## src/verilog/cpu_pkg.sv

```systemverilog
// widths, opcodes, alu operations and stage payload structs for the cpu core
`default_nettype none

package cpu_pkg;

  localparam int XLEN = 64;
  localparam int INST_W = 32;
  localparam logic [XLEN-1:0] PC_START = 64'h0;

  // major opcodes of the supported subset
  localparam logic [6:0] OP_OP     = 7'h33;
  localparam logic [6:0] OP_IMM    = 7'h13;
  localparam logic [6:0] OP_LUI    = 7'h37;
  localparam logic [6:0] OP_LOAD   = 7'h03;
  localparam logic [6:0] OP_STORE  = 7'h23;
  localparam logic [6:0] OP_BRANCH = 7'h63;
  localparam logic [6:0] OP_JAL    = 7'h6f;
  localparam logic [6:0] OP_HALT   = 7'h6b;

  // funct3 values
  localparam logic [2:0] F3_ADD   = 3'd0;
  localparam logic [2:0] F3_XOR   = 3'd4;
  localparam logic [2:0] F3_OR    = 3'd6;
  localparam logic [2:0] F3_AND   = 3'd7;
  localparam logic [2:0] F3_BEQ   = 3'd0;
  localparam logic [2:0] F3_BNE   = 3'd1;
  localparam logic [2:0] F3_DWORD = 3'd3;

  typedef enum logic [2:0] {
    ALU_ADD, ALU_SUB, ALU_AND, ALU_OR, ALU_XOR, ALU_PASS_B
  } alu_op_t;

  typedef struct packed {
    logic [XLEN-1:0]   pc;
    logic [INST_W-1:0] inst;
  } if_to_id_t;

  typedef struct packed {
    logic [XLEN-1:0]   pc;
    logic [INST_W-1:0] inst;
    logic [4:0]        rs1;
    logic [4:0]        rs2;
    logic [4:0]        rd;
    logic [XLEN-1:0]   imm;
    alu_op_t           alu_op;
    logic              use_imm;
    logic              reg_wen;
    logic              is_load;
    logic              is_store;
    logic              is_beq;
    logic              is_bne;
    logic              is_jal;
    logic              is_halt;
  } id_to_ex_t;

  typedef struct packed {
    logic [XLEN-1:0]   pc;
    logic [INST_W-1:0] inst;
    logic [4:0]        rd;
    logic [XLEN-1:0]   alu_result;
    logic [XLEN-1:0]   store_data;
    logic              reg_wen;
    logic              is_load;
    logic              is_store;
  } ex_to_mem_t;

  typedef struct packed {
    logic [XLEN-1:0]   pc;
    logic [INST_W-1:0] inst;
    logic [4:0]        rd;
    logic [XLEN-1:0]   wdata;
    logic              reg_wen;
  } mem_to_wb_t;

  typedef struct packed {
    logic            valid;
    logic [4:0]      rd;
    logic [XLEN-1:0] data;
  } fwd_t;

  typedef struct packed {
    logic            taken;
    logic [XLEN-1:0] target;
  } bj_ctrl_t;

  // request of a memory port, size is log2 of the byte count
  typedef struct packed {
    logic [XLEN-1:0] addr;
    logic [XLEN-1:0] wdata;
    logic            write;
    logic [1:0]      size;
  } mem_req_t;

endpackage

`default_nettype wire
```

## src/verilog/wb_stage.sv

```systemverilog
// wb_stage: register file write, wb forwarding and the halted flag
`timescale 1ns/1ps
`default_nettype none

module wb_stage import cpu_pkg::*; (
  input  logic            clock,
  input  logic            reset,
  input  logic            mem_to_wb_valid,
  input  mem_to_wb_t      mem_to_wb,
  output logic            wb_allowin,
  output fwd_t            wb_forward,
  output logic            reg_wen,
  output logic [4:0]      reg_waddr,
  output logic [XLEN-1:0] reg_wdata,
  output logic            halted
);

  logic       valid;
  mem_to_wb_t q;

  // retires every cycle, never stalls
  assign wb_allowin = 1'b1;

  assign reg_wen = valid && q.reg_wen;
  assign reg_waddr = q.rd;
  assign reg_wdata = q.wdata;
  assign wb_forward = '{valid: reg_wen && q.rd != 5'd0, rd: q.rd, data: q.wdata};

  always_ff @(posedge clock) begin
    if (reset) begin
      valid  <= 1'b0;
      halted <= 1'b0;
    end else begin
      if (wb_allowin)
        valid <= mem_to_wb_valid;
      if (valid && q.inst[6:0] == OP_HALT)
        halted <= 1'b1;
    end
  end

  always_ff @(posedge clock) begin
    if (wb_allowin && mem_to_wb_valid)
      q <= mem_to_wb;
  end

endmodule

`default_nettype wire

```

## config.mk

```make
export PLATFORM = sky130hd
export DESIGN_NAME = wb_stage
export DESIGN_NICKNAME = d
export VERILOG_FILES = /design/src/verilog/cpu_pkg.sv /design/src/verilog/wb_stage.sv
export SDC_FILE = /design/constraint.sdc
export NUM_CORES = 1
export LEC_CHECK = 0
export ABC_AREA = 1
export BUFFER_PORTS_ARGS = -buffer_cell sky130_fd_sc_hd__buf_4
export CAP_MARGIN = 10
export CORE_AREA = 2 2 121 123
export CTS_BUF_LIST = sky130_fd_sc_hd__clkbuf_2
export CTS_CLUSTER_SIZE = 8
export DETAILED_ROUTE_END_ITERATION = 16
export DIE_AREA = 0 0 123 125
export GPL_TIMING_DRIVEN = 0
export HOLD_SLACK_MARGIN = 0.02
export PLACE_DENSITY = 0.59
export REMOVE_ABC_BUFFERS = 1
export SLEW_MARGIN = 20
export SYNTH_ARGS = -nofsm -noshare
export SYNTH_HDL_FRONTEND = slang
export SYNTH_SLANG_ARGS = --single-unit
```

## constraint.sdc

```tcl
create_clock -name clock -period 1.1 [get_ports clock]
set_input_delay 0.165 -clock clock [delete_from_list [all_inputs] [get_ports clock]]
set_output_delay 0.165 -clock clock [all_outputs]
set_load 0.01 [all_outputs]
```

---- After elaboration in Yosys (flattened, before gate mapping) ----
Index checks and enable logic that the tools add are counted.
word-level totals
  output and inout bits ................... 142
  register bits ........................... 79
  logic and storage cells ................. 11
  input port bits ......................... 169
operators by class
  eq/ne operators ......................... 1
  reductions and logical operators ........ 4
operator list
  kind                                        number
  equality test 7 bit, second input constant  1
  nonzero test 5 bit                          1
  logical AND 1 bit                           3

---- Logic depth before layout (Yosys ltp) ----
  word-level depth ........................ 2
  mapped depth ............................ 5

---- Worst setup path after synthesis ----
OpenSTA, ideal clock, no wires.
  path type ............................... reg-to-output
  from .................................... register q, in the netlist reg_waddr[1]
  to ...................................... output port wb_forward[69] in the netlist's numbering
  stages on the path, launching flop included .. 5
  data arrival time ....................... 0.742 ns
  path slack .............................. 0.193 ns
  required time ........................... 0.935 ns
  cell sequence ........................... edfxtp_1 nor2_1 nand2_1 o21ai_0 inv_1
RTL lines
  item                    line            RTL
  from (decl)             wb_stage.sv:19  mem_to_wb_t q;
  from (signal assigned)  wb_stage.sv:43  q <= mem_to_wb;
  to (decl)               wb_stage.sv:11  output fwd_t wb_forward,

==> results.tsv <==
metric	value	unit
CTS max path bufs	2	
post-synthesis xor/xnor area fraction	0	%
mux cell area share after synthesis	0	%
Synth Area in Compound Gates	0.395	%
Mapped Area	0.00348	mm²
worst-margin pin slew	984	ps
Fin Setup TNS	-32690	ps
final hold slack	290	ps
cells on worst reg2reg path	5	
Layout fillers	1306	
final wirelength	8880	µm
Worst VDD drop	0.000529	V
top routing layer used	met4	
Die ar.	0.0154	mm²
vias per cell	3.61	
layout cells sized above 1	57.9	%
non-filler instance count after layout	604	
die width	123	µm
failing checks	setup timing	
ranking of synthesized cells by area	edfxtp_1 (66%), buf_4 (30%), dfxtp_1 (1.2%)	
sequential share of the synthesized area	67.6	%
setup violators final	141	
crit share post-route	145	%
vias in the first global route	2417	
initial antenna violation count	0	
clock root buffer master	clkbuf_2	
mean area per synthesized cell	14.6	µm²
Worst Setup Slack post-DPL	-250	ps
Async SR Flop Fraction	0	%
Worst EP required	940	ps
pwr/cell area	1230	mW/mm²
core area	0.0142	mm²
GP Congestion	0.707	
final hold vios	0	
grt ovf	0	
endpoint class of the critical path	output port	
normalized max-slew margin	34.4	%
Core Rows	44	
leakage	2.49	nW
post-route minimum period	1590	ps
post-DP HPWL	6030	µm
Achievable Freq	628	MHz
Nets	584	
outcome	complete, but fails checks	
max cap viols	0	
DR pass1 iterations	4	
Primary FF master, synth	edfxtp_1	
largest family of logic cells by synthesized area	buffers and inverters	
post-synth top area cell	edfxtp_1	
1st-iter DRT viols	83	
flops & latches, synth	79	
CP arrival	1430	ps
Synth top cells by count	buf_4 (139), edfxtp_1 (77), nand2_1 (7), inv_1 (6), nor2_1 (5)	
Critical Path Max Stage Delay	450	ps
final instance area	0.00578	mm²
worst-path fanout max	2	
vias	2180	
share of the synthesized area in the top cell type	66.4	%
Ports	311	
Cell Chain, Critical Path	nor2_1 > nand2_1 > o21ai_1 > inv_1 > buf_6	
clk_lat worst skew	510	ps
Area Growth Syn to Fin	66.2	%
largest net degree at the start of global routing	79	
Num CTS Buffers	9	
Mapped Cells	239	
Setup CP Type	reg -> out	
ANT cells	0	
initial core utilization	24.5	%
simple logic cell fraction of the synthesized area	1.29	%
worst setup margin	-492	ps
Netlist cell types	9	
dpl cells	504	
post-synthesis adder-cell area fraction	0	%
slowest CP cell	edfxtp_1	
Critical Path Start Type	register	
Syn. warnings	0	
first-pass GRT wire length	13000	µm
most frequent cell after synthesis	buf_4	
wire per inst	14.7	µm
Die H	125	µm
Hold/Removal Path Class	in -> reg	
Total Routing Usage GR	11.5	%
RSZ-0062 raised after global routing	yes	
Max Clock Skew	2.90	ps
Post-DP Area	0.00432	mm²
CTS tree	done	
EDFF count, synth	77	
Sink Count	79	
WL met1	3120	µm
H-tree depth	3	
count of pins over their slew limit	0	
port bufs	220	
DR WL met3	990	µm
drt drc	0	
Clk pin slew, worst setup/hold paths	200	ps
DRT antenna net count	0	
Routed met2 length	4570	µm
hold path depth	3	
cell families (layout without fill, tap and decap cells):
family / Yosys count / count (layout)
DFF: 79 / 79
AOI/OAI and AO/OA: 2 / 2
and+or+nand+nor: 12 / 12
other: 1 / 1
buffers and inverters: 145 / 326
layout by cell type (no fill, tap or decap):
cell	count
bufinv_16	2
clkinv_1	2
buf_6	136
a21oi_2	1
inv_1	5
inv_2	1
clkbuf_2	11
nor2_1	5
edfxtp_1	77
dfxtp_1	1
dfxtp_2	1
conb_1	1
o21ai_1	1
buf_4	90
clkinv_2	1
dlygate4sd3_1	78
nand2_1	7
per-layer routing:
| layer | up-vias | track usage, % |
|---|---|---|
| met4 | 0 | 6.02 |
| met1 | 1020 | 11.5 |
| met3 | 13 | 5.43 |
| met5 | - | 0 |
| met2 | 139 | 19.8 |
| li1 | 1008 | - |
where the power goes:
group	leakage [nW]	total [mW]	internal, mW	switching (mW)
clock network	0.0810	1.74	0.754	0.983
registers	0.771	3.78	3.57	0.206
logic	1.64	1.61	1.07	0.544
state kept, by name (all words and copies together) (netlist names):
register   cells
reg_wdata     64
reg_waddr      5
halted         1
valid          1
q              8
area by class of cell:
| cell class | count | area (µm²) | area share (%) |
|---|---|---|---|
| timing repair buffer | 304 | 2990 | 51.7 |
| tap | 184 | 230 | 3.98 |
| clock buffer | 11 | 55.1 | 0.952 |
| clock inverter | 5 | 72.6 | 1.25 |
| inverter | 6 | 22.5 | 0.389 |
| multi-input combinational | 15 | 62.6 | 1.08 |
| sequential | 79 | 2350 | 40.7 |
worst max-delay path, delay by kind of cell, from the launching register on:
kind	cells	cell delay, ps
DFF	1	450
buffers and inverters	2	180
and+or+nand+nor	2	160
AOI/OAI and AO/OA	1	110
path summary, 6_finish.rpt:
check	startpoint	slack (ps)	endpoint
setup reg to reg	q[74]	290	halted
hold / removal	mem_to_wb_valid	290	valid
setup / recovery	reg_waddr[3]	-490	wb_forward[69]
hold reg to reg	halted	480	halted
stage by stage:
stage | utilization (%) | total power, mW
floorplan | - | 3.98
detailed placement | 30.4 | 4.92
global placement | 30.4 | 4.91
finish | 40.7 | 7.13
global route | 40.7 | 7.48
CTS | 40.5 | 7.22
what timing repair did:
action,4_1_cts,5_1_grt
setup endpoints to repair,141,141
endpoints found under the hold margin,79,0
setup buffers,6,3
cloned,0,0
resized for setup,130,10
pin swaps,1,1
hold buffers,78,0
Power figures use the tool's default switching activity.
