<file path="config.mk">
export PLATFORM = sky130hd
export DESIGN_NAME = regfile
export DESIGN_NICKNAME = d
export VERILOG_FILES = /design/src/verilog/cpu_pkg.sv /design/src/verilog/regfile.sv
export SDC_FILE = /design/constraint.sdc
export NUM_CORES = 2
export LEC_CHECK = 0
export BUFFER_PORTS_ARGS = -buffer_cell sky130_fd_sc_hd__buf_2
export CORE_MARGIN = 2
export CORE_UTILIZATION = 64
export CTS_CLUSTER_DIAMETER = 120
export DETAILED_ROUTE_END_ITERATION = 8
export HOLD_SLACK_MARGIN = 0.1
export PLACE_DENSITY = 0.81
export SETUP_SLACK_MARGIN = 0.4
export SLEW_MARGIN = 10
export SYNTH_ARGS = -nofsm -noshare
export SYNTH_HDL_FRONTEND = slang
export SYNTH_SLANG_ARGS = --single-unit
</file>
<file path="constraint.sdc">
create_clock -name clock -period 2.7 [get_ports clock]
set_input_delay 0.27 -clock clock [delete_from_list [all_inputs] [get_ports clock]]
set_output_delay 0.27 -clock clock [all_outputs]
set_load 0.01 [all_outputs]
</file>
<file path="src/verilog/cpu_pkg.sv">
// widths, opcodes, alu operations and stage payload structs for the cpu core
`default_nettype none

package cpu_pkg;

  localparam int XLEN = 64;
  localparam int INST_W = 32;
  localparam logic [XLEN-1:0] PC_START = 64'h0;

  // major opcodes of the supported subset
  localparam logic [6:0] OP_OP     = 7'h33;
  localparam logic [6:0] OP_IMM    = 7'h13;
  localparam logic [6:0] OP_LUI    = 7'h37;
  localparam logic [6:0] OP_LOAD   = 7'h03;
  localparam logic [6:0] OP_STORE  = 7'h23;
  localparam logic [6:0] OP_BRANCH = 7'h63;
  localparam logic [6:0] OP_JAL    = 7'h6f;
  localparam logic [6:0] OP_HALT   = 7'h6b;

  // funct3 values
  localparam logic [2:0] F3_ADD   = 3'd0;
  localparam logic [2:0] F3_XOR   = 3'd4;
  localparam logic [2:0] F3_OR    = 3'd6;
  localparam logic [2:0] F3_AND   = 3'd7;
  localparam logic [2:0] F3_BEQ   = 3'd0;
  localparam logic [2:0] F3_BNE   = 3'd1;
  localparam logic [2:0] F3_DWORD = 3'd3;

  typedef enum logic [2:0] {
    ALU_ADD, ALU_SUB, ALU_AND, ALU_OR, ALU_XOR, ALU_PASS_B
  } alu_op_t;

  typedef struct packed {
    logic [XLEN-1:0]   pc;
    logic [INST_W-1:0] inst;
  } if_to_id_t;

  typedef struct packed {
    logic [XLEN-1:0]   pc;
    logic [INST_W-1:0] inst;
    logic [4:0]        rs1;
    logic [4:0]        rs2;
    logic [4:0]        rd;
    logic [XLEN-1:0]   imm;
    alu_op_t           alu_op;
    logic              use_imm;
    logic              reg_wen;
    logic              is_load;
    logic              is_store;
    logic              is_beq;
    logic              is_bne;
    logic              is_jal;
    logic              is_halt;
  } id_to_ex_t;

  typedef struct packed {
    logic [XLEN-1:0]   pc;
    logic [INST_W-1:0] inst;
    logic [4:0]        rd;
    logic [XLEN-1:0]   alu_result;
    logic [XLEN-1:0]   store_data;
    logic              reg_wen;
    logic              is_load;
    logic              is_store;
  } ex_to_mem_t;

  typedef struct packed {
    logic [XLEN-1:0]   pc;
    logic [INST_W-1:0] inst;
    logic [4:0]        rd;
    logic [XLEN-1:0]   wdata;
    logic              reg_wen;
  } mem_to_wb_t;

  typedef struct packed {
    logic            valid;
    logic [4:0]      rd;
    logic [XLEN-1:0] data;
  } fwd_t;

  typedef struct packed {
    logic            taken;
    logic [XLEN-1:0] target;
  } bj_ctrl_t;

  // request of a memory port, size is log2 of the byte count
  typedef struct packed {
    logic [XLEN-1:0] addr;
    logic [XLEN-1:0] wdata;
    logic            write;
    logic [1:0]      size;
  } mem_req_t;

endpackage

`default_nettype wire
</file>
<file path="src/verilog/regfile.sv">
// regfile: 32 x 64 general purpose registers, two read ports and one write port
`timescale 1ns/1ps
`default_nettype none

module regfile import cpu_pkg::*; (
  input  logic            clock,
  input  logic            reset,
  input  logic [4:0]      rs1_addr,
  input  logic [4:0]      rs2_addr,
  output logic [XLEN-1:0] rs1_data,
  output logic [XLEN-1:0] rs2_data,
  input  logic            reg_wen,
  input  logic [4:0]      reg_waddr,
  input  logic [XLEN-1:0] reg_wdata
);

  logic [XLEN-1:0] regs [32];

  always_ff @(posedge clock) begin
    if (reset) begin
      for (int n = 0; n < 32; n++)
        regs[n] <= '0;
    end else if (reg_wen && reg_waddr != 5'd0) begin
      regs[reg_waddr] <= reg_wdata;
    end
  end

  // x0 is hardwired
  assign rs1_data = (rs1_addr == 5'd0) ? '0 : regs[rs1_addr];
  assign rs2_data = (rs2_addr == 5'd0) ? '0 : regs[rs2_addr];

endmodule

`default_nettype wire

</file>
Word level (Yosys, flattened, before mapping)
Memories as Yosys holds them, arrays and structs flattened.
Index checks and enable logic that the tools add are counted.
{"block": "totals", "register_bits": 0, "word_cells": 16, "output_inout_bits": 128, "mem_bits_rw": 2048, "inputBits": 82, "n_memories": 1}
{"memory": "regs", "words": 32, "width": 64, "read_ports": 2, "rd_ports_with_merged_regs": 0, "wr": 32, "line": "regfile.sv:17", "source": "logic [XLEN-1:0] regs [32];"}
{"block": "classes", "n_mux": 10, "n_reduce_logical": 5}
{"operator": "2-to-1 mux 64 bit", "n": 3}
{"operator": "OR reduction 64 bit", "n": 1}
{"operator": "logical NOT 5 bit", "n": 2}
{"operator": "2-to-1 mux 1 bit", "n": 6}
{"operator": "2-to-1 mux 5 bit", "n": 1}
{"operator": "nonzero test 5 bit", "n": 1}
{"operator": "logical AND 1 bit", "n": 1}

Longest topological paths before layout
{"block": "logic_depth", "word_depth": 7, "ltp_mapped": 10, "mapped_depth_nobuf": 5}

Worst setup path after synthesis
No wires, ideal clock.
{"block": "synth_path", "kind": "in2reg", "start": "input reset", "end": "memory regs[12][0] (enable)", "path_slack_ns": 0.211, "arrival_ns": 2.095, "n_path_buf": 2, "required_ns": 2.306, "setup_ns": 0.394, "cell_stages": 6, "cell_sequence": "nand2b_1 -> or3_1 -> clkbuf_1 -> nor2_1 -> clkbuf_1 -> or2_2"}
{"item": "start: declaration", "line": "regfile.sv:7", "source": "input logic reset,"}
{"item": "end: declaration", "line": "regfile.sv:17"}

==> results.md <==
- Final min period: slightly above 3 ns
- Via total after detailed routing: 78.5k
- Number of global-route vias before repair: between 70k and 80k
- Routed WL: a little over 400,000 um
- Hold slack: ~0.26 ns
- Top cells by area, synth: edfxtp_1 57%, mux4_2 19%, and2_1 11%
- Area occupied by multi-input gates: around 45,000 sq um
- Synthesis warning total: 0
- Final nets: ~7.5k
- Clock Root Buffer: clkbuf_16
- Final Hold Viols: 0
- Final max-slew violation count: 0
- RSZ-0062 raised after global routing: true
- Die Span X: roughly 420 um
- Hold crit path type: input pin to register
- Final Core Density: 0.752
- Max Buffers Root-to-Sink: 3
- Die Ht: a little over 400 um
- Final HPWL DP: approximately 240,000 um
- Htree depth: 4
- Status: finished, violations left
- First-pass GRT wire length: about 570,000 um
- Synth Area in Adders: 0
- Core Area: between 150,000 and 200,000 sq um
- Fin worst setup slack: -0.397 ns
- Antenna Violating Nets Remaining: 0
- Area Growth Syn to Fin: 16.5%
- Core Rows: 150
- Routed vias/inst: around 8
- Max reg flops: a little over 2k
- Largest family of logic cells by synthesized area: multiplexers
- Number of CTS-inserted buffers: about 200
- Reg area: 61,500 sq um
- CTS tree: done
- Fillers: 9,189
- Tot GR Track Use: 0.479
- Top Registers: regs x2048
- Worst-case vdd ir drop: between 0.7 and 0.8 mV
- Post-synth top area share: 0.568
- Flops & latches, synth: between 2k and 2.5k
- Critical-path top delay cell: a2111oi_2
- CP arrival: between 2 and 3 ns
- Mapped Cells: about 7.1k
- Port bufs: around 210
- Die area: approximately 170,000 sq um
- Pre-CTS setup slack: -0.344 ns
- Initial antenna violation count: 69
- Worst-Margin Slew: 1.17 ns
- Post-synthesis xor/xnor area fraction: 0
- Most flops, register: regs
- Crit. End Element: primary output
- Clk pin slew, worst setup/hold paths: 0.06 ns
- Starting DRC count in detailed routing: about 17k
- Critical path, cell by cell: mux4_2 -> mux2i_1 -> nor2_1 -> a2111oi_2 -> a2111oi_2 -> buf_2
- Crit path buffers/inverters: 1
- Crit-path most repeated cell: a2111oi_2
- Total power: 77,600 uW
- Fraction of layout cells with a size suffix above 1: 0.324
- Final Cycle Share: 1.15
- Avg Synthesized Cell Area: ~15 sq um
- Most common cell after layout, fill and taps aside: edfxtp_1
- Failing checks: negative setup slack
- Post-synthesis compound-gate area fraction: 0.0375
- Critical Path RT: roughly 2.4 ns
- Max Fanout on Critical Path: 2
- Remaining Overflow, GRT: 0
- Crit start category: register
- CTS sink cnt: 2,048
- Critical path class: register to primary output
- Drt wl/cell: 42.1 um
- DR pass1 iterations: 9
- Setup Viol. Count Final: 120
- Top-level I/O count: between 200 and 250
- Drc violations: 0
- Synth cell types: 44
- Simple-gate portion of the synthesized area: 0.128
- Part of the Yosys area used for sequential elements: 0.568
- Starting Density: 0.646
- Leakage: 0.0447 uW
- Fmax: approximately 320 MHz
- Largest net degree at the start of global routing: 78
- Mux share of post-synthesis cell area: 0.235
- PD cells: 615 nW/um^2
- Synthesized area: around 110,000 sq um
- Slew margin rel.: 0.217
- GPL Wtd Cong: about 0.99
- Crit path largest cell delay: 0.73 ns
- Post-synth top area cell: edfxtp_1
- MaxCap Viol Count: 0
- Top delay family on crit path: compound AO/OA/AOI/OAI gates
- Commonest cells after routing, fill and taps aside: 2,048 x edfxtp_1, 1,985 x and2_1, 906 x mux4_2
[cells in the mapped netlist]
cell type,number
nor3_1,4
nand3_1,22
o41ai_1,1
a211oi_1,11
o22ai_1,100
clkbuf_2,1
or3_1,2
o2111ai_1,30
and2_1,1986
o211ai_1,30
a2111oi_0,12
a32oi_1,30
nand3b_1,5
o22a_1,6
clkinv_1,1
mux4_2,906
buf_2,107
or2_2,35
a32o_1,2
buf_6,23
a21o_1,42
a21oi_1,49
nor4_1,9
inv_2,1
nand2b_1,7
and3_1,31
o221ai_1,54
or3b_1,2
a221oi_1,58
nor2_1,57
nand2_1,108
mux2i_1,363
a22oi_1,74
edfxtp_1,2048
a22o_1,30
mux2_2,122
or3b_2,1
buf_8,1
nor2b_1,15
buf_4,36
conb_1,1
clkbuf_1,575
o21ai_0,10
buf_1,47
[per-layer routing]
layer	part of all wire	vias to the layer above	GRT usage
met2	0.42	9743	0.667
met1	0.29	37900	0.577
met5	0.00096	-	0.00417
met4	0.10	36	0.389
li1	-	28000	-
met3	0.19	2765	0.215
[layout make-up]
cell class | count | area share
Clock inverter | 127 | 0.00859
Inverter | 2 | 0.0000695
Sequential cell | 2048 | 0.488
Antenna cell | 53 | 0.00105
Timing Repair Buffer | 883 | 0.0783
Clock buffer | 252 | 0.0421
Multi-Input combinational cell | 4278 | 0.360
Tap cell | 2204 | 0.0219
[cells by family (layout without fill, tap and decap cells)]
kind of cell,after synthesis,after routing
AND/OR/NAND/NOR,2284,2284
flip-flops,2048,2048
multiplexers,1391,1391
buffers and inverters,792,1264
AO/OA/AOI/OAI,539,539
other,1,117
[power by group]
| group | leakage [uW] | switching (uW) | total [uW] | internal, uW |
|---|---|---|---|---|
| Combinational | 0.0221 | 6760 | 11900 | 5190 |
| Clock | 0.00311 | 12600 | 27900 | 15300 |
| Sequential | 0.0195 | 1010 | 37700 | 36700 |
[what timing repair did]
item | 4_1_cts | 5_1_grt
hold buffers | 65 | 0
endpoints found under the setup margin | 128 | 128
hold endpoints to repair | 2026 | 0
buffers inserted | 46 | 17
cloned | 0 | 0
pin swaps | 205 | 59
gates resized for setup | 392 | 83
[per-stage QoR]
stage,instance area [sq um],setup TNS [ns],cells
after floorplan,109000,0,7118
after global placement,116000,-46.02,9287
after detailed placement,116000,-43.08,9287
after CTS,125000,-18.51,9777
after global routing,126000,-23.30,9804
final,126000,-22.04,9847
[worst paths after layout]
path / from / slack, ns / end / depth (start not counted)
worst max-delay path: regs[2][56]$_SDFFCE_PN0P_ / -0.40 / rs1_data[56] / 6
worst min-delay path: reg_waddr[2] / 0.26 / regs[5][37]$_SDFFCE_PN0P_ / 4
No activity file was read; power rests on OpenSTA's default activity.
