--- src/verilog/cpu_pkg.sv ---
// widths, opcodes, alu operations and stage payload structs for the cpu core
`default_nettype none

package cpu_pkg;

  localparam int XLEN = 64;
  localparam int INST_W = 32;
  localparam logic [XLEN-1:0] PC_START = 64'h0;

  // major opcodes of the supported subset
  localparam logic [6:0] OP_OP     = 7'h33;
  localparam logic [6:0] OP_IMM    = 7'h13;
  localparam logic [6:0] OP_LUI    = 7'h37;
  localparam logic [6:0] OP_LOAD   = 7'h03;
  localparam logic [6:0] OP_STORE  = 7'h23;
  localparam logic [6:0] OP_BRANCH = 7'h63;
  localparam logic [6:0] OP_JAL    = 7'h6f;
  localparam logic [6:0] OP_HALT   = 7'h6b;

  // funct3 values
  localparam logic [2:0] F3_ADD   = 3'd0;
  localparam logic [2:0] F3_XOR   = 3'd4;
  localparam logic [2:0] F3_OR    = 3'd6;
  localparam logic [2:0] F3_AND   = 3'd7;
  localparam logic [2:0] F3_BEQ   = 3'd0;
  localparam logic [2:0] F3_BNE   = 3'd1;
  localparam logic [2:0] F3_DWORD = 3'd3;

  typedef enum logic [2:0] {
    ALU_ADD, ALU_SUB, ALU_AND, ALU_OR, ALU_XOR, ALU_PASS_B
  } alu_op_t;

  typedef struct packed {
    logic [XLEN-1:0]   pc;
    logic [INST_W-1:0] inst;
  } if_to_id_t;

  typedef struct packed {
    logic [XLEN-1:0]   pc;
    logic [INST_W-1:0] inst;
    logic [4:0]        rs1;
    logic [4:0]        rs2;
    logic [4:0]        rd;
    logic [XLEN-1:0]   imm;
    alu_op_t           alu_op;
    logic              use_imm;
    logic              reg_wen;
    logic              is_load;
    logic              is_store;
    logic              is_beq;
    logic              is_bne;
    logic              is_jal;
    logic              is_halt;
  } id_to_ex_t;

  typedef struct packed {
    logic [XLEN-1:0]   pc;
    logic [INST_W-1:0] inst;
    logic [4:0]        rd;
    logic [XLEN-1:0]   alu_result;
    logic [XLEN-1:0]   store_data;
    logic              reg_wen;
    logic              is_load;
    logic              is_store;
  } ex_to_mem_t;

  typedef struct packed {
    logic [XLEN-1:0]   pc;
    logic [INST_W-1:0] inst;
    logic [4:0]        rd;
    logic [XLEN-1:0]   wdata;
    logic              reg_wen;
  } mem_to_wb_t;

  typedef struct packed {
    logic            valid;
    logic [4:0]      rd;
    logic [XLEN-1:0] data;
  } fwd_t;

  typedef struct packed {
    logic            taken;
    logic [XLEN-1:0] target;
  } bj_ctrl_t;

  // request of a memory port, size is log2 of the byte count
  typedef struct packed {
    logic [XLEN-1:0] addr;
    logic [XLEN-1:0] wdata;
    logic            write;
    logic [1:0]      size;
  } mem_req_t;

endpackage

`default_nettype wire
--- src/verilog/mem_stage.sv ---
// mem_stage: doubleword load and store requests, result select and mem forwarding
`timescale 1ns/1ps
`default_nettype none

module mem_stage import cpu_pkg::*; (
  input  logic            clock,
  input  logic            reset,
  input  logic            ex_to_mem_valid,
  input  ex_to_mem_t      ex_to_mem,
  output logic            mem_allowin,
  output logic            mem_to_wb_valid,
  output mem_to_wb_t      mem_to_wb,
  input  logic            wb_allowin,
  output fwd_t            mem_forward,
  output mem_req_t        mem_req,
  output logic            mem_valid,
  input  logic            mem_ready,
  input  logic [XLEN-1:0] mem_rdata
);

  logic            valid;
  ex_to_mem_t      q;
  logic            need_mem;
  logic            done;
  logic            ready_go;
  logic [XLEN-1:0] rdata_q;
  logic [XLEN-1:0] wdata;

  assign need_mem = q.is_load || q.is_store;
  // done keeps a finished access from being issued twice under back-pressure
  assign ready_go = !need_mem || done || mem_ready;
  assign mem_allowin = !valid || (ready_go && wb_allowin);
  assign mem_to_wb_valid = valid && ready_go;

  assign mem_valid = valid && need_mem && !done;
  assign mem_req = '{addr: q.alu_result, wdata: q.store_data, write: q.is_store, size: 2'd3};

  assign wdata = !q.is_load ? q.alu_result : done ? rdata_q : mem_rdata;
  assign mem_to_wb = '{pc: q.pc, inst: q.inst, rd: q.rd, wdata: wdata, reg_wen: q.reg_wen};
  assign mem_forward = '{valid: mem_to_wb_valid && q.reg_wen && q.rd != 5'd0,
                         rd: q.rd, data: wdata};

  always_ff @(posedge clock) begin
    if (reset) begin
      valid <= 1'b0;
      done  <= 1'b0;
    end else begin
      if (mem_allowin)
        valid <= ex_to_mem_valid;
      if (mem_allowin)
        done <= 1'b0;
      else if (mem_valid && mem_ready)
        done <= 1'b1;
    end
  end

  always_ff @(posedge clock) begin
    if (mem_allowin && ex_to_mem_valid)
      q <= ex_to_mem;
    if (mem_valid && mem_ready)
      rdata_q <= mem_rdata;
  end

endmodule

`default_nettype wire

--- config.mk ---
export PLATFORM = sky130hd
export DESIGN_NAME = mem_stage
export DESIGN_NICKNAME = d
export VERILOG_FILES = /design/src/verilog/cpu_pkg.sv /design/src/verilog/mem_stage.sv
export SDC_FILE = /design/constraint.sdc
export NUM_CORES = 1
export LEC_CHECK = 0
export ABC_AREA = 1
export BUFFER_PORTS_ARGS = -buffer_cell sky130_fd_sc_hd__buf_2
export CORE_AREA = 2 2 264 266
export CTS_CLUSTER_SIZE = 12
export DETAILED_ROUTE_END_ITERATION = 10
export DIE_AREA = 0 0 266 268
export SKIP_LAST_GASP = 1
export SYNTH_ARGS = -nofsm -noshare
export SYNTH_HDL_FRONTEND = slang
export SYNTH_SLANG_ARGS = --single-unit
--- constraint.sdc ---
create_clock -name clock -period 14.6 [get_ports clock]
set_input_delay 1.46 -clock clock [delete_from_list [all_inputs] [get_ports clock]]
set_output_delay 1.46 -clock clock [all_outputs]
set_load 0.02 [all_outputs]
**Yosys cells after proc, flatten, opt, wreduce, memory -nomap -nowiden**

Cells that the tools add are included.

- Register bits after elaboration: 298
- Input bits: 301
- Output and inout bits: 370
- Word-level logic and storage cells: 30

- Muxes and demuxes: 2
- Reduce and logical (&&, ||, !) cells: 17

Operators with widths:

| kind | count |
|---|---|
| $mux 64 | 2 |
| $logic_and 1x1->1 | 8 |
| $reduce_bool 5->1 | 1 |
| $logic_or 1x1->1 | 4 |
| $logic_not 1->1 | 3 |
| $reduce_or 2->1 | 1 |

**Logic depth before layout (Yosys ltp)**

- Word-level depth: 7
- Depth in mapped cells: 7
- Depth with buffers taken out: 6

**Least setup slack after synthesis**

Ideal clock, no wire load.

- Path type: in2reg
- From: input port ex_to_mem_valid
- To: register q, in the netlist mem_forward[64] (enable)
- Setup time: 0.887 ns
- Arrival time: 12.326 ns
- Required time: 13.713 ns
- Slack: 1.388 ns
- Stages: 1
- Path buffers: 0
- Cells stage by stage: a21boi_1

- Word-level cells in the longest chain between the ends: 1

Ends and longest elaborated chain:

| element | RTL line | RTL |
|---|---|---|
| start, declared | mem_stage.sv:8 | `input logic ex_to_mem_valid,` |
| $logic_and 1x1->1 | mem_stage.sv:58 | `if (mem_allowin && ex_to_mem_valid)` |
| end signal, assigned | mem_stage.sv:59 | `q <= ex_to_mem;` |
| end, declared | mem_stage.sv:22 | `ex_to_mem_t q;` |

No other way between the ends.
A chain may end at the register's enable or synchronous reset.

==> flow_summary.toml <==
[hold_path]
hold_path.class = "reg -> reg"

[clock_tree]
tritoncts = "yes"
postCtsSetupBuffers = 0
clockBufferDepth = 3
h-tree-depth = 2
cts_made_buffers = 35
ctsResizeCount = 0
path_clk_slew_ns = 0.06
clock_latency_ns = 0.54
cts_root_buf = "clkbuf_16"
clock-sinks = 298
hold_buffers = 0

[place]
placed_cells = 2143
routabilityCongestion = 0.783
port_buffers = 668
dpl_cell_area_mm2 = 0.0147
dpl.hpwl_um = 33900

[floorplan]
fp.dieH_um = 268
pin_count = 671
initial_core_util_pct = 18.5
core_mm2 = 0.0682
die_area_mm2 = 0.0713
fp.dieW_um = 266
row_count = 96

[sta]
worstMarginPinSlew_ns = 0.954
setup_viol = 0
hold_viol_final = 0
timing.final.crit_period_ns = 4.75
maxClockFrequency_mhz = 211
skew_ns = 0.0219
final_max_slew_viol_count = 0
rsz0062_at_grt = "false"
setup_tns_ns = 0
slew_headroom_pct = 36.4
post-route-period-util_pct = 32.5

[run]
cap_violations = 0

[yosys]
netlist_area_mm2 = 0.0126
synth-seq-area-share_pct = 70.7
synth_common_cells = "buf_4 (303), edfxtp_1 (296), o21ai_0 (79)"
synth_ff_type = "edfxtp_1"
synthMostInstantiatedCell = "buf_4"
synth_cell_types = 22
synth_area_per_cell_um2 = 13.9
syn_inst = 911
synth_top_area_cell = "edfxtp_1"
synthTopCellsByArea = "edfxtp_1 (70%), buf_4 (18%), o21ai_0 (3.1%), nand2_1 (2.1%), nor2_1 (2.0%)"
synth_edf_count = 296
synthArstFlopShare_pct = 0
synth_seq_cells = 298
yosysTopAreaCellShare_pct = 70.4
yosysWarningCount = 0

[setup_path]
startpoint_type = "flop"
crit_family = "buffers and inverters"
path_common_cell = "buf_4"
cp.arrival_ns = 3.29
path_class = "reg -> out"
max_stage_delay_ns = 0.73
cp.buffers_inverters = 4
slowest_stage = "clkinv_2"
end_kind = "primary output"
cp_data_required_time_ns = 13.14
path_max_fanout = 65
path_cells = "buf_4 > clkinv_2 > buf_4 > nand2_1 > o21ai_0 > buf_2"

[pwr]
p_leak_nw = 6.58
powerDensity_mw_per_mm2 = 134
vdd_drop_max_uv = 86.1

[global_route]
track_usage_pct = 11.4
grt_pass1_vias = 8239
grt_max_degree = 72
grt_pass1_wl_um = 57300
antenna_found_initial = 21
grt_overflow = 0

[routing]
routedWlPerCell_um = 19.5
drtAntennaViolNets = 0
wl_um = 43100
drc = 0
vias = 8082
drtIter0Drc = 535
vias_per_cell = 3.66
first_pass_iters = 5

[finish]
syn_to_final_growth_pct = 25.1
drive_gt1_share_pct = 55.4
stdcell_count = 2210
final_area_mm2 = 0.0158
final_nets = 1599

[status]
outcome = "complete, no violations"
[cells by family (layout without fill, tap and decap cells)]
| kind of cell | count (synthesis) | in the layout | share of synthesized area [%] |
|---|---|---|---|
| flops | 298 | 298 | 70.7 |
| compound gates | 131 | 131 | 5.22 |
| other cells | 1 | 8 | 0.0297 |
| buf+inv | 338 | 748 | 19.5 |
| simple gates | 143 | 143 | 4.46 |
[metal layers]
metal	track usage (%)	up-vias	wire, µm
met1	11.9	3802	15700
met2	20.3	509	21500
li1	-	3653	-
met4	4.39	22	1530
met3	4.67	96	4350
met5	0	-	141
[registers in the layout (all words and copies together), names as in the netlist]
| register | count |
|---|---|
| rdata_q | 64 |
| q | 1 |
| done | 1 |
| mem_forward | 5 |
| valid | 1 |
| mem_req | 129 |
| mem_to_wb | 97 |
[worst min-delay path: cells and delay by family, from the launching register on]
kind | cells | cell delay, ns
flip-flops | 1 | 0.39
AND/OR/NAND/NOR | 2 | 0.17
[layout make-up]
class / count / area, µm²
clock inverters: 14 / 85.1
clock buffers: 47 / 942
flip-flops and latches: 298 / 8930
diodes: 6 / 15.0
inverters: 8 / 33.8
well taps: 882 / 1100
multi-input cells: 276 / 1250
fillers: 7280 / 52400
repair buffers: 679 / 3430
[metrics by stage]
stage	util [%]	setup WS [ns]	hold WS (ns)	power (mW)
6_report	23.1	9.85	0.597	2.11
2_1_floorplan	-	1.39	0.491	1.27
3_5_place_dp	21.6	10.02	0.583	1.34
4_1_cts	23.1	9.68	0.589	2.16
5_1_grt	23.1	9.56	0.618	2.21
3_3_place_gp	21.6	10.15	0.559	1.33
[final timing paths]
path                                    startpoint               endpoint  slack [ns]  depth (start not counted)
worst max-delay path                q[1]$_DFFE_PP_        mem_forward[62]        9.85                          6
worst min-delay path            valid$_SDFFE_PP0P_      done$_SDFFE_PP0P_        0.60                          2
worst max register to register      q[1]$_DFFE_PP_  mem_req[72]$_DFFE_PP_       10.23                          9
worst min register to register  valid$_SDFFE_PP0P_      done$_SDFFE_PP0P_        0.60                          2
[report_power, final]
part | leakage, nW | total (mW) | switching, mW | internal, mW
clock | 0.500 | 0.802 | 0.348 | 0.454
combinational | 3.25 | 0.288 | 0.201 | 0.0871
sequential | 2.83 | 1.02 | 0.0214 | 1.00
[placed cells by master (no fill, tap or decap), drive strengths merged]
cell type / synthesis / routed
clkinv: 0 / 13
nor3: 1 / 1
edfxtp: 296 / 296
nand2: 71 / 71
clkbuf: 14 / 47
conb: 1 / 2
nor2: 68 / 68
inv: 8 / 8
a21boi: 1 / 1
nor4: 1 / 1
o21ai: 129 / 129
diode: 0 / 6
clkinvlp: 0 / 1
buf: 316 / 679
nand3: 2 / 2
a31oi: 1 / 1
dfxtp: 2 / 2
(Power assumes the default switching activity.)
