File: src/verilog/cpu_pkg.sv
// widths, opcodes, alu operations and stage payload structs for the cpu core
`default_nettype none

package cpu_pkg;

  localparam int XLEN = 64;
  localparam int INST_W = 32;
  localparam logic [XLEN-1:0] PC_START = 64'h0;

  // major opcodes of the supported subset
  localparam logic [6:0] OP_OP     = 7'h33;
  localparam logic [6:0] OP_IMM    = 7'h13;
  localparam logic [6:0] OP_LUI    = 7'h37;
  localparam logic [6:0] OP_LOAD   = 7'h03;
  localparam logic [6:0] OP_STORE  = 7'h23;
  localparam logic [6:0] OP_BRANCH = 7'h63;
  localparam logic [6:0] OP_JAL    = 7'h6f;
  localparam logic [6:0] OP_HALT   = 7'h6b;

  // funct3 values
  localparam logic [2:0] F3_ADD   = 3'd0;
  localparam logic [2:0] F3_XOR   = 3'd4;
  localparam logic [2:0] F3_OR    = 3'd6;
  localparam logic [2:0] F3_AND   = 3'd7;
  localparam logic [2:0] F3_BEQ   = 3'd0;
  localparam logic [2:0] F3_BNE   = 3'd1;
  localparam logic [2:0] F3_DWORD = 3'd3;

  typedef enum logic [2:0] {
    ALU_ADD, ALU_SUB, ALU_AND, ALU_OR, ALU_XOR, ALU_PASS_B
  } alu_op_t;

  typedef struct packed {
    logic [XLEN-1:0]   pc;
    logic [INST_W-1:0] inst;
  } if_to_id_t;

  typedef struct packed {
    logic [XLEN-1:0]   pc;
    logic [INST_W-1:0] inst;
    logic [4:0]        rs1;
    logic [4:0]        rs2;
    logic [4:0]        rd;
    logic [XLEN-1:0]   imm;
    alu_op_t           alu_op;
    logic              use_imm;
    logic              reg_wen;
    logic              is_load;
    logic              is_store;
    logic              is_beq;
    logic              is_bne;
    logic              is_jal;
    logic              is_halt;
  } id_to_ex_t;

  typedef struct packed {
    logic [XLEN-1:0]   pc;
    logic [INST_W-1:0] inst;
    logic [4:0]        rd;
    logic [XLEN-1:0]   alu_result;
    logic [XLEN-1:0]   store_data;
    logic              reg_wen;
    logic              is_load;
    logic              is_store;
  } ex_to_mem_t;

  typedef struct packed {
    logic [XLEN-1:0]   pc;
    logic [INST_W-1:0] inst;
    logic [4:0]        rd;
    logic [XLEN-1:0]   wdata;
    logic              reg_wen;
  } mem_to_wb_t;

  typedef struct packed {
    logic            valid;
    logic [4:0]      rd;
    logic [XLEN-1:0] data;
  } fwd_t;

  typedef struct packed {
    logic            taken;
    logic [XLEN-1:0] target;
  } bj_ctrl_t;

  // request of a memory port, size is log2 of the byte count
  typedef struct packed {
    logic [XLEN-1:0] addr;
    logic [XLEN-1:0] wdata;
    logic            write;
    logic [1:0]      size;
  } mem_req_t;

endpackage

`default_nettype wire
File: src/verilog/if_stage.sv
// if_stage: pc, fetch request handshake, output skid register, redirect and halt
`timescale 1ns/1ps
`default_nettype none

module if_stage import cpu_pkg::*; (
  input  logic              clock,
  input  logic              reset,
  input  bj_ctrl_t          bj_ctrl,
  input  logic              halt_seen,
  input  logic              id_allowin,
  output logic              if_to_id_valid,
  output if_to_id_t         if_to_id,
  output mem_req_t          if_req,
  output logic              if_valid,
  input  logic              if_ready,
  input  logic [INST_W-1:0] if_rdata
);

  logic [XLEN-1:0] pc;
  logic [XLEN-1:0] req_addr;
  logic [XLEN-1:0] fetch_pc;
  logic            busy;
  logic            drop;
  logic            stopped;
  logic            out_valid;
  if_to_id_t       out_q;
  logic            resp_ok;
  logic            hold_next;
  logic            issue;

  // a response is usable unless it is stale or killed by a redirect now
  assign resp_ok = busy && if_ready && !drop && !bj_ctrl.taken;
  assign if_to_id_valid = (out_valid || resp_ok) && !bj_ctrl.taken;
  assign if_to_id = out_valid ? out_q : '{pc: req_addr, inst: if_rdata};

  // item stays here when id cannot take it
  assign hold_next = !bj_ctrl.taken && !id_allowin && (out_valid || resp_ok);
  assign issue = (!busy || if_ready) && !hold_next && !stopped && !halt_seen;
  assign fetch_pc = bj_ctrl.taken ? bj_ctrl.target : pc;

  assign if_valid = busy;
  assign if_req = '{addr: req_addr, wdata: '0, write: 1'b0, size: 2'd2};

  always_ff @(posedge clock) begin
    if (reset) begin
      pc        <= PC_START;
      busy      <= 1'b0;
      drop      <= 1'b0;
      stopped   <= 1'b0;
      out_valid <= 1'b0;
    end else begin
      out_valid <= hold_next;
      if (halt_seen)
        stopped <= 1'b1;
      if (issue) begin
        busy <= 1'b1;
        pc   <= fetch_pc + 64'd4;
      end else begin
        if (if_ready)
          busy <= 1'b0;
        if (bj_ctrl.taken)
          pc <= bj_ctrl.target;
      end
      // outstanding fetch across a redirect returns stale data
      if (busy && if_ready)
        drop <= 1'b0;
      else if (busy && bj_ctrl.taken)
        drop <= 1'b1;
    end
  end

  always_ff @(posedge clock) begin
    if (issue)
      req_addr <= fetch_pc;
    if (resp_ok && !id_allowin)
      out_q <= '{pc: req_addr, inst: if_rdata};
  end

endmodule

`default_nettype wire

File: config.mk
export PLATFORM = sky130hd
export DESIGN_NAME = if_stage
export DESIGN_NICKNAME = d
export VERILOG_FILES = /design/src/verilog/cpu_pkg.sv /design/src/verilog/if_stage.sv
export SDC_FILE = /design/constraint.sdc
export NUM_CORES = 1
export LEC_CHECK = 0
export ABC_CLOCK_PERIOD_IN_PS = 7750
export BUFFER_PORTS_ARGS = -buffer_cell sky130_fd_sc_hd__clkbuf_2
export CAP_MARGIN = 25
export CORE_MARGIN = 4
export CORE_UTILIZATION = 50
export CTS_CLUSTER_DIAMETER = 150
export DETAILED_ROUTE_END_ITERATION = 6
export GPL_TIMING_DRIVEN = 0
export MAX_ROUTING_LAYER = met4
export PLACE_DENSITY = 0.78
export SKIP_LAST_GASP = 1
export SLEW_MARGIN = 20
export SYNTH_ARGS = -nofsm -noshare
export SYNTH_HDL_FRONTEND = slang
export SYNTH_SLANG_ARGS = --single-unit
export TNS_END_PERCENT = 50
File: constraint.sdc
create_clock -name clock -period 7.75 [get_ports clock]
set_input_delay 1.55 -clock clock [delete_from_list [all_inputs] [get_ports clock]]
set_output_delay 1.55 -clock clock [all_outputs]
set_load 0.02 [all_outputs]
[After elaboration in Yosys (flattened, before gate mapping)]
Cells that the tools add are included.
Word-level totals
  logic and storage cells: 36
  output and inout bits: 229
  memories: 0
  bits in read-only memories: 0
  flip-flop bits (word level): 228
  RAM bits: 0
  bits of input ports: 102
  bits in latches: 0
Cells by class
  add/sub/neg operators: 1
  div/mod/pow operators: 0
  reduce and logical (&&, ||, !) cells: 22
  order comparisons: 0
  equality and inequality tests: 0
  shift operators: 0
  mux-type cells: 5
  multiply operators: 0
  bitwise gates (word level): 0
Operators with widths (number)
  $mux 64: 2
  $mux 96: 1
  $add 64x3->64 const B: 1
  $logic_and 1x1->1: 11
  $logic_not 1->1: 7
  $logic_or 1x1->1: 2
  $mux 1: 2
  $reduce_bool 2->1: 1
  $reduce_or 2->1: 1

[Depth between registers and ports, before layout]
  depth after elaboration: 10
  depth in mapped cells: 16
  gate-level depth less buffers: 9

[Worst setup path after synthesis]
No wires, ideal clock.
  path kind: input -> register
  from: in bj_ctrl[64] in the netlist's numbering
  to: reg out_q[0] in the netlist's numbering, enable pin
  data arrival time: 4340 ps
  path buffers: 3
  slack: 2944 ps
  library setup time: 466 ps
  stages on the path: 5
  required time: 7284 ps
  cells stage by stage: buf_6 -> buf_6 -> buf_6 -> nor2_1 -> and3_1
On the way
  cells in the longest elaborated chain, start to end: 3
RTL lines
  from (decl): RTL line if_stage.sv:8  | input bj_ctrl_t bj_ctrl,
  $logic_not 1->1: RTL line if_stage.sv:32  | assign resp_ok = busy && if_ready && !drop && !bj_ctrl.taken;
  $logic_and 1x1->1: RTL line if_stage.sv:32
  $logic_and 1x1->1: RTL line if_stage.sv:75  | if (resp_ok && !id_allowin)
  to (signal assigned): RTL line if_stage.sv:76  | out_q <= '{pc: req_addr, inst: if_rdata};
  to (decl): RTL line if_stage.sv:26  | if_to_id_t out_q;
Every way passes these cells.
A chain may end at the register's enable or synchronous reset.

[Worst setup path in the final report]
  from: in bj_ctrl[64] in the netlist's numbering
  to: reg pc[58]
On the way
  elaborated cells between the ends (all ways): 12
  classes of those cells: add/sub: 1; mux: 2; reduce/logical: 9
RTL lines
  $mux 64
  via fetch_pc[3]: RTL line if_stage.sv:21  | logic [XLEN-1:0] fetch_pc;
  $add 64x3->64: RTL line if_stage.sv:57  | pc <= fetch_pc + 64'd4;
  $mux 64: RTL line if_stage.sv:55  | if (issue) begin
  to (signal assigned): RTL line if_stage.sv:57
  to (signal assigned): RTL line if_stage.sv:62  | pc <= bj_ctrl.target;
  to (decl): RTL line if_stage.sv:19  | logic [XLEN-1:0] pc;
The timed path passes the listed nets, and every way through them passes these cells.

==> flow_summary.toml <==
[cts]
postCtsHoldBufs = 0
cts_tree = "done"
cts_resized = 0
root_buffer = "clkbuf_16"
cts_setup_buffers = 0
cts.path.max_buffers = 3
htreeDepth = 1
cts.sinks = 228
path_clk_slew_ns = 0.06
numCtsBuffers = 25
clkLatencyLatePin_ns = 0.52

[min_path]
hold_path.class = "flop to flop"

[logic_synthesis]
ys_seq_area_frac = 0.555
yosysWarnings = 0
synth_top_area_cell = "edfxtp_1"
async_reset_ff_frac = 0
syn_area_per_cell_um2 = 12.1
synthFlopType = "edfxtp_1"
muxShareOfSynthArea = 0.158
synthesis.area_mm2 = 0.0111
synthTopCellsByCount = "edfxtp_1 (160), mux2_2 (142), dfxtp_1 (68), buf_4 (67), nand2_1 (64)"
synthCells = 919
synth-xor-area-share = 0.0252
synth_top_family_by_area = "multiplexers"
synth-simple-area-share = 0.144
synth_compound_area_frac = 0.0479
synth_top_area_frac = 0.432
synth_area_leaders = "edfxtp_1 (43%), mux2_2 (14%), dfxtp_1 (12%)"
synth_edf_count = 160
ys_ff_latch = 228
yosys.cell_count.top_type = "edfxtp_1"
synthAdderAreaFrac = 0.00113
ys_types = 59

[global_routing]
met2_usage = 0.385
grt_max_degree = 56
grt-ovfl-total = 0
grt_busiest_layer = "met2"
grtUsageMet1 = 0.313
met3_usage = 0.0514
grt_pass1_vias = 8231
antenna_found_initial = 2
track_usage = 0.240
grt_pass1_wl_um = 45400

[worst_setup_path]
crit_path_end_kind = "flop"
crit_cells = 15
crit_fanout = 10
critPathTopFamily = "buffers and inverters"
r2r_cells = 9
crit_path_cell_trace = "buf_6, buf_6, buf_6, buf_2, buf_2, buf_1, buf_2, mux2_2, ha_1, inv_1, a211oi_1, nand4_1, nand2b_1, nor3_1, mux2_1"
cp.buffers_inverters = 8
cp_slowest_cell = "buf_1"
timing.rr.start = "pc[2]$_SDFF_PP0_"
endpoint = "pc[58]$_SDFF_PP0_"
crit_path_start_kind = "input port"
crit_type = "input port to flop"
regToRegEndpoint = "pc[58]$_SDFF_PP0_"
startpoint = "bj_ctrl[64]"
reg2reg_setup_slack_ns = 4.89
worst_path_largest_cell_delay_ns = 0.67
worstPathArrival_ns = 6.24
required_ns = 8.15

[sta]
clock.fmax_ghz = 0.171
clock_skew_ns = 0.0157
slew_violations = 0
fin_crit_ns = 5.84
tns_ns = 0
setup_viol = 0
max_slew.worst_pin.slew_ns = 0.839
slew_headroom = 0.441
period_share = 0.754
hold_viol = 0
layout_setup_ws_ns = 1.91
rsz0062_at_grt = "no"

[floorplan]
pin_count = 331
fp.dieH_um = 157
dieArea_mm2 = 0.0247
rows = 54
initial_core_util = 0.509
die_w_um = 157
core_area_mm2 = 0.0218

[route]
via_count = 8669
drc = 0
routedWlPerCell_um = 19.4
antenna_left = 0
wirelength_um = 30500
firstDrtPassIters = 5
routed_via_density = 5.51
drtIter0Drc = 847

[place]
gp_congestion = 0.947
pre_cts_ws_ns = 1.47
dp_hpwl_um = 22700
place_inst = 1527
io_buffer_count = 261

[cells_and_area]
syn2layout_area_growth_pct = 25.0
nets = 1377
final_core_util = 0.636
drive_gt1_frac = 0.412
stdcell_count = 1574

[power]
power_mw = 2.99
power.leakage_nw = 5.68
vdd_drop_max_uv = 150
p_per_area_mw_per_mm2 = 215

[job]
max_cap_violations = 0

[outcome]
outcome = "finished clean"
==> cells in the final DEF (no fill, tap or decap), types with 7 or more instances in the layout <==
cell	n
a21oi_1	18
a22oi_1	9
and3_1	8
buf_2	11
buf_4	67
clkbuf_1	29
clkbuf_16	27
clkbuf_2	261
conb_1	67
dfxtp_1	68
edfxtp_1	160
inv_1	15
mux2_2	142
mux2i_1	15
nand2_1	64
nand2b_1	7
nand3_1	42
nand3b_1	17
nand4_1	27
nor2_1	53
nor3_1	25
nor3b_1	7
nor4_1	12
o21ai_0	14
xnor2_1	30
==> registers in the layout, summed over array words and instances (netlist names) <==
register   count
drop           1
if_valid       1
out_q         96
out_valid      1
pc            64
req_addr      64
stopped        1
==> how the worst min path moves through the flow <==
stage | startpoint | slack [ns] | end | depth (start not counted)
floorplan | stopped$_SDFFE_PP0P_ | 0.43 | stopped$_SDFFE_PP0P_ | 2
global placement | stopped$_SDFFE_PP0P_ | 0.46 | stopped$_SDFFE_PP0P_ | 2
detailed placement | req_addr[55]$_DFFE_PP_ | 0.47 | out_q[87]$_DFFE_PP_ | 0
CTS | req_addr[0]$_DFFE_PP_ | 0.48 | out_q[32]$_DFFE_PP_ | 0
global route | req_addr[34]$_DFFE_PP_ | 0.48 | out_q[66]$_DFFE_PP_ | 0
finish | stopped$_SDFFE_PP0P_ | 0.47 | stopped$_SDFFE_PP0P_ | 2
==> worst register-to-register path, delay by kind of cell, from the launching register on <==
family | cells | cell delay [ns]
compound gates | 1 | 0.44
fa+ha+maj | 1 | 0.22
buf+inv | 1 | 0.07
flops | 1 | 0.31
mux | 1 | 0.35
simple gates | 5 | 1.34
==> power by group <==
group          internal [mW]  total, mW  switching, mW
Clock                  0.704       1.17          0.465
Sequential              1.37       1.40         0.0339
Combinational          0.162      0.422          0.260
==> cells by family after synthesis <==
family / count (synthesis)
mux: 158
flops: 228
buf+inv: 123
xor+xnor: 32
other cells: 2
simple gates: 297
compound gates: 78
fa+ha+maj: 1
==> stage by stage <==
stage,area [µm²],hold slack [ns]
2_1_floorplan,11400,0.432
6_report,13900,0.474
3_3_place_gp,13000,0.456
4_1_cts,13900,0.480
5_1_grt,13900,0.485
3_5_place_dp,13100,0.467
==> per-layer routing <==
layer | up-vias | wire [µm]
met2 | 454 | 14300
met1 | 4125 | 12300
met3 | 67 | 3020
met5 | - | 0
met4 | 0 | 772
li1 | 4023 | -
==> layout make-up <==
cell class	count	area [µm²]
diodes	2	5.00
plain buffers	107	697
clock buffers	39	761
clock inverters	6	51.3
fillers	1758	7940
inverters	16	62.6
multi-input cells	633	4440
flip-flops and latches	228	6170
well taps	280	350
repair buffers	263	1350
No activity file was read; power rests on OpenSTA's default activity.
